### src/verilog/zxuno_pkg.sv
package zxuno_pkg;

  // --------------------
  // I/O ports and register indices
  // --------------------

  // Register index port
  localparam logic [15:0] ADDR_PORT = 16'hFC3B;
  // Register data port
  localparam logic [15:0] DATA_PORT = 16'hFD3B;

  localparam logic [7:0] REG_COREID      = 8'hFF;
  localparam logic [7:0] REG_SCRATCH     = 8'hFE;
  localparam logic [7:0] REG_DEVOPTIONS  = 8'h0E;
  localparam logic [7:0] REG_SCANDBLCTRL = 8'h0B;

  // Core identification string, first character at index 0
  localparam int COREID_LEN = 5;
  localparam logic [0:COREID_LEN-1][7:0] COREID_TEXT = "ZXIO1";

  // Idle bus value, also the byte fed to the CPU on INT acknowledge
  localparam logic [7:0] FLOAT_BUS = 8'hFF;

  // Register values after reset
  localparam logic [7:0] SCANDBL_RESET = 8'h00;
  localparam logic [7:0] DEVOPT_RESET  = 8'h00;

  // --------------------
  // Bus types
  // --------------------

  // CPU side signals as seen by the I/O logic
  typedef struct packed {
    logic [15:0] a;
    logic [7:0]  dout;
    logic        iorq_n;
    logic        rd_n;
    logic        wr_n;
    logic        m1_n;
    logic        mreq_n;
  } cpu_bus_t;

  // Register file access, shared by every indexed register
  typedef struct packed {
    logic [7:0] addr;
    logic       regrd;
    logic       regwr;
    logic       regaddr_changed;
  } zxreg_t;

  // Device enable flags, bit 0 at the bottom of the list
  typedef struct packed {
    logic disable_spisd;
    logic enable_timexmmu;
    logic disable_romsel1f;
    logic disable_romsel7f;
    logic disable_1ffd;
    logic disable_7ffd;
    logic disable_turboay;
    logic disable_ay;
  } dev_enables_t;

  // Scandoubler control fields
  typedef struct packed {
    logic [1:0] cpu_speed;
    logic       csync_option;
    logic [2:0] freq_option;
    logic       scanlines_enable;
    logic       vga_enable;
  } scandbl_fields_t;

  // Same byte seen whole or split into fields
  typedef union packed {
    logic [7:0]      raw;
    scandbl_fields_t fields;
  } scandbl_u;

  // One read source towards the CPU data mux
  typedef struct packed {
    logic [7:0] data;
    logic       oe;
  } rd_src_t;

endpackage

### src/verilog/zxuno_addr_reg.sv
`timescale 1ns/1ps

module zxuno_addr_reg (
  input  logic                sysclk,
  input  logic                rst_n,
  input  zxuno_pkg::cpu_bus_t bus,
  output zxuno_pkg::zxreg_t   zxreg,
  output zxuno_pkg::rd_src_t  addr_rd
);

  // I/O cycle qualifiers
  logic io_wr;
  logic io_rd;
  // Port hits
  logic sel_addr;
  logic sel_data;
  // Write strobes and their delayed copies
  logic idx_wr;
  logic idx_wr_q;
  logic dat_wr;
  logic dat_wr_q;
  logic idx_wr_edge;
  // Current register index
  logic [7:0] index_q;
  logic addr_changed_q;

  // --------------------
  // Port decode
  // --------------------

  assign io_wr = !bus.iorq_n && !bus.wr_n;
  assign io_rd = !bus.iorq_n && !bus.rd_n;

  assign sel_addr = (bus.a == zxuno_pkg::ADDR_PORT);
  assign sel_data = (bus.a == zxuno_pkg::DATA_PORT);

  assign idx_wr = io_wr && sel_addr;
  assign dat_wr = io_wr && sel_data;

  // First cycle of an index write
  assign idx_wr_edge = idx_wr && !idx_wr_q;

  // --------------------
  // Index register
  // --------------------

  always_ff @(posedge sysclk or negedge rst_n) begin
    if (!rst_n) begin
      idx_wr_q       <= 1'b0;
      dat_wr_q       <= 1'b0;
      index_q        <= 8'h00;
      addr_changed_q <= 1'b0;
    end else begin
      idx_wr_q <= idx_wr;
      dat_wr_q <= dat_wr;
      // One cycle flag, aligned with the new index
      addr_changed_q <= idx_wr_edge;
      if (idx_wr_edge) begin
        index_q <= bus.dout;
      end
    end
  end

  // --------------------
  // Register access strobes
  // --------------------

  assign zxreg.addr            = index_q;
  // Read strobe follows the CPU level
  assign zxreg.regrd           = io_rd && sel_data;
  // Write strobe only on the first cycle
  assign zxreg.regwr           = dat_wr && !dat_wr_q;
  assign zxreg.regaddr_changed = addr_changed_q;

  // Index readback on the address port
  assign addr_rd.data = index_q;
  assign addr_rd.oe   = io_rd && sel_addr;

  // No register sees a read and a write in the same cycle
  regrd_regwr_excl : assert property (
    @(posedge sysclk) disable iff (!rst_n) !(zxreg.regrd && zxreg.regwr)
  );

endmodule

### src/verilog/coreid_reader.sv
`timescale 1ns/1ps

module coreid_reader (
  input  logic               sysclk,
  input  logic               rst_n,
  input  zxuno_pkg::zxreg_t  zxreg,
  output zxuno_pkg::rd_src_t id_rd
);

  // Character pointer, COREID_LEN means past the end
  logic [2:0] ptr_q;
  // Read strobe on the ID register
  logic       id_read;
  logic       id_read_q;
  logic       ptr_valid;
  logic [7:0] id_char;

  assign id_read   = zxreg.regrd && (zxreg.addr == zxuno_pkg::REG_COREID);
  assign ptr_valid = (ptr_q < 3'(zxuno_pkg::COREID_LEN));

  // Zero byte once the text is exhausted
  assign id_char = ptr_valid ? zxuno_pkg::COREID_TEXT[ptr_q] : 8'h00;

  // --------------------
  // Pointer update
  // --------------------

  always_ff @(posedge sysclk or negedge rst_n) begin
    if (!rst_n) begin
      ptr_q     <= 3'd0;
      id_read_q <= 1'b0;
    end else begin
      id_read_q <= id_read;
      if (zxreg.regaddr_changed) begin
        // New index selects the start of the text
        ptr_q <= 3'd0;
      end else if (id_read_q && !id_read && ptr_valid) begin
        // Step after the strobe ends
        ptr_q <= ptr_q + 3'd1;
      end
    end
  end

  assign id_rd.data = id_char;
  assign id_rd.oe   = id_read;

  // Pointer parks at the end of the text
  ptr_in_range : assert property (
    @(posedge sysclk) disable iff (!rst_n) ptr_q <= 3'(zxuno_pkg::COREID_LEN)
  );

endmodule

### src/verilog/option_regs.sv
`timescale 1ns/1ps

module option_regs (
  input  logic                    sysclk,
  input  logic                    rst_n,
  input  zxuno_pkg::zxreg_t       zxreg,
  input  logic [7:0]              din,
  output zxuno_pkg::rd_src_t      scratch_rd,
  output zxuno_pkg::rd_src_t      devopt_rd,
  output zxuno_pkg::rd_src_t      scandbl_rd,
  output zxuno_pkg::dev_enables_t dev_enables,
  output zxuno_pkg::scandbl_u     scandbl
);

  // Index matches
  logic hit_scratch;
  logic hit_devopt;
  logic hit_scandbl;

  // Stored bytes
  logic [7:0]              scratch_q;
  zxuno_pkg::dev_enables_t devopt_q;
  zxuno_pkg::scandbl_u     scandbl_q;

  // --------------------
  // Index decode
  // --------------------

  assign hit_scratch = (zxreg.addr == zxuno_pkg::REG_SCRATCH);
  assign hit_devopt  = (zxreg.addr == zxuno_pkg::REG_DEVOPTIONS);
  assign hit_scandbl = (zxreg.addr == zxuno_pkg::REG_SCANDBLCTRL);

  // --------------------
  // Register write
  // --------------------

  always_ff @(posedge sysclk or negedge rst_n) begin
    if (!rst_n) begin
      scratch_q     <= 8'h00;
      devopt_q      <= zxuno_pkg::dev_enables_t'(zxuno_pkg::DEVOPT_RESET);
      scandbl_q.raw <= zxuno_pkg::SCANDBL_RESET;
    end else if (zxreg.regwr) begin
      // Only the selected register takes the byte
      if (hit_scratch) begin
        scratch_q <= din;
      end
      if (hit_devopt) begin
        devopt_q <= zxuno_pkg::dev_enables_t'(din);
      end
      if (hit_scandbl) begin
        // Whole byte in, fields decoded by the union
        scandbl_q.raw <= din;
      end
    end
  end

  // --------------------
  // Readback
  // --------------------

  // Scratch byte, plain storage for software
  assign scratch_rd.data = scratch_q;
  assign scratch_rd.oe   = zxreg.regrd && hit_scratch;

  // Device options byte
  assign devopt_rd.data = devopt_q;
  assign devopt_rd.oe   = zxreg.regrd && hit_devopt;

  // Scandoubler control byte
  assign scandbl_rd.data = scandbl_q.raw;
  assign scandbl_rd.oe   = zxreg.regrd && hit_scandbl;

  // --------------------
  // Exported controls
  // --------------------

  // Device enables in register bit order
  assign dev_enables = devopt_q;

  // Video and CPU speed fields
  assign scandbl = scandbl_q;

endmodule

### src/verilog/cpu_din_mux.sv
`timescale 1ns/1ps

module cpu_din_mux (
  input  zxuno_pkg::cpu_bus_t bus,
  input  zxuno_pkg::rd_src_t  addr_rd,
  input  zxuno_pkg::rd_src_t  id_rd,
  input  zxuno_pkg::rd_src_t  scratch_rd,
  input  zxuno_pkg::rd_src_t  devopt_rd,
  input  zxuno_pkg::rd_src_t  scandbl_rd,
  output logic [7:0]          cpudin
);

  // Interrupt acknowledge cycle
  logic int_ack;
  // All register output enables
  logic [4:0] reg_oe;

  assign int_ack = !bus.iorq_n && !bus.m1_n;

  assign reg_oe = {addr_rd.oe, id_rd.oe, scratch_rd.oe, devopt_rd.oe, scandbl_rd.oe};

  // --------------------
  // Fixed priority select
  // --------------------

  always_comb begin
    case (1'b1)
      // Forced byte while the CPU fetches the vector
      int_ack       : cpudin = zxuno_pkg::FLOAT_BUS;
      addr_rd.oe    : cpudin = addr_rd.data;
      id_rd.oe      : cpudin = id_rd.data;
      scratch_rd.oe : cpudin = scratch_rd.data;
      devopt_rd.oe  : cpudin = devopt_rd.data;
      scandbl_rd.oe : cpudin = scandbl_rd.data;
      // Nobody drives the bus
      default       : cpudin = zxuno_pkg::FLOAT_BUS;
    endcase
  end

  // Register decoders never overlap, checked at the end of each read
  single_source : assert property (
    @(posedge bus.rd_n) $onehot0(reg_oe)
  );

endmodule

### src/verilog/zxuno_io.sv
`timescale 1ns/1ps

module zxuno_io (
  input  logic                    sysclk,
  input  logic                    rst_n,
  input  zxuno_pkg::cpu_bus_t     bus,
  output logic [7:0]              cpudin,
  output zxuno_pkg::dev_enables_t dev_enables,
  output zxuno_pkg::scandbl_u     scandbl
);

  // Register access bus
  zxuno_pkg::zxreg_t zxreg;

  // Read sources towards the CPU
  zxuno_pkg::rd_src_t addr_rd;
  zxuno_pkg::rd_src_t id_rd;
  zxuno_pkg::rd_src_t scratch_rd;
  zxuno_pkg::rd_src_t devopt_rd;
  zxuno_pkg::rd_src_t scandbl_rd;

  // --------------------
  // Index and strobes
  // --------------------

  zxuno_addr_reg addr_reg_i (
    .sysclk  (sysclk),
    .rst_n   (rst_n),
    .bus     (bus),
    .zxreg   (zxreg),
    .addr_rd (addr_rd)
  );

  // --------------------
  // Registers
  // --------------------

  coreid_reader coreid_i (
    .sysclk (sysclk),
    .rst_n  (rst_n),
    .zxreg  (zxreg),
    .id_rd  (id_rd)
  );

  // Data from the CPU output bus
  option_regs option_regs_i (
    .sysclk      (sysclk),
    .rst_n       (rst_n),
    .zxreg       (zxreg),
    .din         (bus.dout),
    .scratch_rd  (scratch_rd),
    .devopt_rd   (devopt_rd),
    .scandbl_rd  (scandbl_rd),
    .dev_enables (dev_enables),
    .scandbl     (scandbl)
  );

  // --------------------
  // CPU input data
  // --------------------

  cpu_din_mux din_mux_i (
    .bus        (bus),
    .addr_rd    (addr_rd),
    .id_rd      (id_rd),
    .scratch_rd (scratch_rd),
    .devopt_rd  (devopt_rd),
    .scandbl_rd (scandbl_rd),
    .cpudin     (cpudin)
  );

endmodule

### config.mk
export PLATFORM = sky130hd
export DESIGN_NAME = zxuno_io
export DESIGN_NICKNAME = d
export VERILOG_FILES = /design/src/verilog/zxuno_pkg.sv /design/src/verilog/zxuno_addr_reg.sv /design/src/verilog/coreid_reader.sv /design/src/verilog/option_regs.sv /design/src/verilog/cpu_din_mux.sv /design/src/verilog/zxuno_io.sv
export SDC_FILE = /design/constraint.sdc
export NUM_CORES = 1
export LEC_CHECK = 0
export BUFFER_PORTS_ARGS = -buffer_cell sky130_fd_sc_hd__buf_2
export CAP_MARGIN = 20
export CELL_PAD_IN_SITES_DETAIL_PLACEMENT = 2
export CELL_PAD_IN_SITES_GLOBAL_PLACEMENT = 2
export CORE_MARGIN = 5
export CORE_UTILIZATION = 33
export CTS_CLUSTER_SIZE = 10
export DETAILED_ROUTE_END_ITERATION = 6
export GPL_TIMING_DRIVEN = 0
export PLACE_DENSITY_LB_ADDON = 0.15
export SYNTH_ARGS = -nofsm -noshare
export SYNTH_HDL_FRONTEND = slang
export SYNTH_SLANG_ARGS = --single-unit
### constraint.sdc
create_clock -name sysclk -period 2.7 [get_ports sysclk]
set_clock_uncertainty 0.15 [all_clocks]
set_input_delay 0.54 -clock sysclk [delete_from_list [all_inputs] [get_ports sysclk]]
set_output_delay 0.54 -clock sysclk [all_outputs]
set_load 0.03 [all_outputs]
======== Word level (Yosys, flattened, before mapping) ========
Memory sizes are Yosys's and may differ from the RTL's.
Cells that the tools add are included.
W data, S select, Z words.
word-level totals
  register bits after elaboration ......... 39
  bits of input ports ..................... 31
  output and inout bits ................... 24
  memories kept ........................... 1
  ROM bits ................................ 64
operators by class
  multiplexer cells ....................... 11
  bitwise operators ....................... 1
  reduce and logical (&&, ||, !) cells .... 26
  $lt $le $gt $ge ......................... 2
  eq/ne operators ......................... 6
  add/subtract/negate cells ............... 1
memories
  memory           depth  bits a word  rd ports  clocked after Yosys merged registers in  wr ports  RTL line             source
  (no name shown)  8      8            1         0                                        0         coreid_reader.sv:22  assign id_char = ptr_valid ? zxuno_pkg::COREID_TEXT[ptr_q] : 8'h00;
operators with widths
  cell                    count
  $mux W8                 9
  $eq A16 B16 Y1 const B  2
  $eq A8 B4 Y1 const B    2
  $eq A8 B8 Y1 const B    2
  $logic_and A1 B1 Y1     15
  $logic_not A1 Y1        7
  $mux W3                 2
  $reduce_and A2 Y1       3
  $ge A4 B4 Y1 const B    1
  $not A3 Y4              1
  $add A3 B1 Y3 const B   1
  $lt A3 B3 Y1 const B    1
  $reduce_bool A2 Y1      1

======== Longest topological paths before layout ========
  word-level depth ........................ 10
  depth in mapped cells ................... 5
  gate-level depth less buffers ........... 4

======== Cells and area by module ========
From an unflattened synthesis, not the netlist that was laid out.
second synthesis, totals
  cell total of the unflattened synthesis .. 229
  area total of the unflattened synthesis .. 2576.2 um^2
modules (own cells, without submodules)
  module          times used  area an instance (um^2)  cells an instance  seq. area each (um^2)
  option_regs     1           1113.6                   77                 600.6
  zxuno_addr_reg  1           595.6                    46                 275.3
  cpu_din_mux     1           564.3                    74                 0.0
  coreid_reader   1           302.8                    32                 100.1

======== Least setup slack after synthesis ========
Ideal clock, no wire load.
  kind .................................... register -> output
  from .................................... register addr_reg_i.index_q[6]
  to ...................................... output port cpudin[3]
  arrival ................................. 2.254 ns
  data required time ...................... 2.010 ns
  cell stages (with the launch flop) ...... 6
  slack ................................... -0.244 ns
  path buffers ............................ 1
  path through ............................ dfrtp_1 -> nand4_1 -> or2_1 -> clkbuf_1 -> o22ai_1 -> o311ai_0
on the way
  word-level cells in the longest chain between the ends .. 8
ends and longest elaborated chain
  item                      RTL line              source
  from (decl)               zxuno_addr_reg.sv:24  logic [7:0] index_q;
  from (signal assigned)    zxuno_addr_reg.sv:59  index_q <= bus.dout;
  $eq A8 B4 Y1              option_regs.sv:31     assign hit_scandbl = (zxreg.addr == zxuno_pkg::REG_SCANDBLCTRL);
  $logic_and A1 B1 Y1       option_regs.sv:71     assign scandbl_rd.oe = zxreg.regrd && hit_scandbl;
  $mux W8 (3 in a row)      cpu_din_mux.sv:27     case (1'b1)
  $mux W8 (*) (3 in a row)  cpu_din_mux.sv:27
  to (decl)                 zxuno_io.sv:7         output logic [7:0] cpudin,
Mark *: on every way between the ends. The rest lies on a longest branch, timed or not.

======== Final worst setup path ========
  from .................................... register addr_reg_i.index_q[5]
  to ...................................... output port cpudin[1]
Same word-level chain as after synthesis.

==> metrics <==
Worst Path Max Fanout 5; Final Max Tran Viols 0; Worst Setup Slack, final -0.2149 ns; Die ar. 7895 sq um; critical path capture point type output pin; post-detailed-route count of antenna-violating nets 0; via count 1,814; Synth Area in Compound Gates 9.024%; H-tree levels 2; Worst VDD drop 0.2407 mV; post-layout minimum cycle time 2.915 ns; yosys warns 0; cells on worst reg2reg path 5; drt via density 5.599; clk root buf clkbuf_8; largest net degree at the start of global routing 40; Die Wd 88.86 um; commonest cells after routing, fill and taps aside buf_2 (44), dfrtp_1 (39), mux2_2 (34); Ports 55; startpoint types register; status finished, violations left; Syn Nets 207; Tcrit/Tclk final 108.0%; post-synthesis xor/xnor area fraction 0%; final net count 281; Initial DRC Count 52; # port buffers 52; Worst R2R Setup Slack 0.15 ns; CTS tree yes; clk buf depth 2; placed cell count 302; fraction of layout instances using a drive strength above 1 55.42%; Netlist Area Pre-Place 2052 sq um; GRT Overall Usage 20.12%; DRC 0; Yosys reg bits 39; Row Count 28; WHS 0.2219 ns; worst path arrival time 2.22 ns; CP required 2.01 ns; final count of hold timing violations 0; commonest non-fill, non-tap cell in the layout buf_2; max capacitance violation total 0; Layout Cells excl Fill 324; CTS buffer count 5; r2r startpoint addr_reg_i.index_q[5]; Overflow after GRT 0; Synth Area in Simple Gates 20.73%; synth unique cells 43; total design power 0.001155 W; Post-synth EDFFs 0; n_diodes 0; GPL Wtd Cong 0.7891; reg2reg end option_regs_i.scratch_q[5]; placed cell area 2414 sq um; Synth Area in Adders 1.220%; Worst Tran Pin Value 0.9067 ns; DR WL/cell 22.75 um; Clock Sinks 39; worst skew pair latency 0.29 ns; Final setup viols 8; Synth-to-Final Area Change 35.55%; fmax 0.3431 GHz; worst min path class input port to asynchronous set/reset pin; pwr/cell area 415.4 nW/um^2; Post-synth ARST share 100.0%; Pleak 1.342 nW; clock transition at the registers of the reported paths 0.08 ns; RSZ-0062 raised after global routing true; critical path class register to output pin; final instance area 2781 sq um; global-route wire length before repair 11,850 um; sequential area share after synthesis 47.56%; hpwl dp 4931 um; Initial Utilization 34.25%; Pre-antenna DRT Iters 4; failing checks negative setup slack; main flop type after synthesis dfrtp_1; number of global-route vias before repair 2,098; number of antenna violations at the first check in global routing 0; core area 5991 sq um; Slew Limit Headroom 39.55%; Total Wirelength 7372 um; combinational family with the most area after synthesis simple AND/OR/NAND/NOR gates; Die Y 88.86 um; Gate Count Post-Synth 174; post-synthesis mux area share 19.15%; syn_area_per_cell 11.79 sq um
worst max-delay path by stage:
stage / startpoint / to / slack, ns / depth (start not counted)
floorplan: addr_reg_i.index_q[6] / cpudin[6] / -0.24 / 5
global placement: bus[22] / cpudin[3] / -0.36 / 6
detailed placement: bus[4] / cpudin[3] / -0.41 / 6
CTS: addr_reg_i.index_q[6] / cpudin[2] / -0.19 / 6
global route: addr_reg_i.index_q[5] / cpudin[5] / -0.28 / 6
finish: addr_reg_i.index_q[5] / cpudin[1] / -0.21 / 5
power by group:
group / switching, W / internal, W
combinational: 0.0000384 / 0.0000192
sequential: 0.0000000386 / 0.000583
clock: 0.000215 / 0.000299
state kept, by name, summed over array words and instances (netlist names):
signal	flops
addr_reg_i.addr_changed_q	1
addr_reg_i.dat_wr_q	1
addr_reg_i.idx_wr_q	1
addr_reg_i.index_q	8
coreid_i.id_read_q	1
coreid_i.ptr_q	3
option_regs_i.dev_enables	8
option_regs_i.scandbl	8
option_regs_i.scratch_q	8
logic make-up (layout without fill, tap and decap cells):
kind of cell    count (synthesis)  in the layout
flops                          39             39
buf+inv                        12             87
mux                            35             35
simple gates                   62             62
fa+ha+maj                       2              2
compound gates                 24             24
through the flow:
stage	setup TNS, ns	utilization, %	setup WS [ns]
detailed placement	-6.281	40.29	-0.4131
global placement	-6.404	40.16	-0.3640
global route	-1.868	46.43	-0.2821
CTS	-1.181	45.53	-0.1928
floorplan	-0.5038	-	-0.2436
finish	-1.270	46.43	-0.2149
per-layer routing:
layer / track usage (%) / vias to the layer above / wire, um
met5: 0 / - / 0
met4: 4.396 / 0 / 84
met3: 4.004 / 9 / 394
met2: 36.23 / 62 / 3836
met1: 24.73 / 925 / 3056
li1: - / 818 / -
area by class of cell:
type / count / area (sq um)
Sequential cell: 39 / 975.9
Inverter: 6 / 22.52
Fill cell: 629 / 3209
Multi-Input combinational cell: 123 / 1117
Clock buffer: 6 / 82.58
Tap cell: 75 / 93.84
Clock inverter: 2 / 35.03
Buffer: 3 / 22.52
Timing Repair Buffer: 70 / 431.7
worst max-delay path: stages, from the launching register on:
cell      delay [ns]
dfrtp_1         0.39
or4_4           0.57
or2_2           0.41
o22ai_1         0.21
o211ai_1        0.14
buf_4           0.21
synth_stat cells (3+ instances only):
cell type	instances	area (sq um)
a32oi_1	3	26.28
clkbuf_1	3	11.26
dfrtp_1	39	975.9
inv_1	6	22.52
mux2_2	34	382.9
nand2_1	6	22.52
nand2b_1	4	25.02
nand4_1	4	25.02
nor2_1	9	33.78
nor3_1	7	35.03
nor4_1	5	31.28
nor4_4	3	63.81
o2111ai_1	3	26.28
o21ai_0	3	15.01
o22ai_1	4	25.02
o311ai_0	3	26.28
or3_1	7	43.79
timing repair:
item,CTS,global route
hold endpoints to repair,0,0
pin swaps,13,7
setup endpoints to repair,32,24
buffers inserted,13,3
hold buffers,0,0
gates resized for setup,26,6
cloned,1,0
Power figures use the tool's default switching activity.
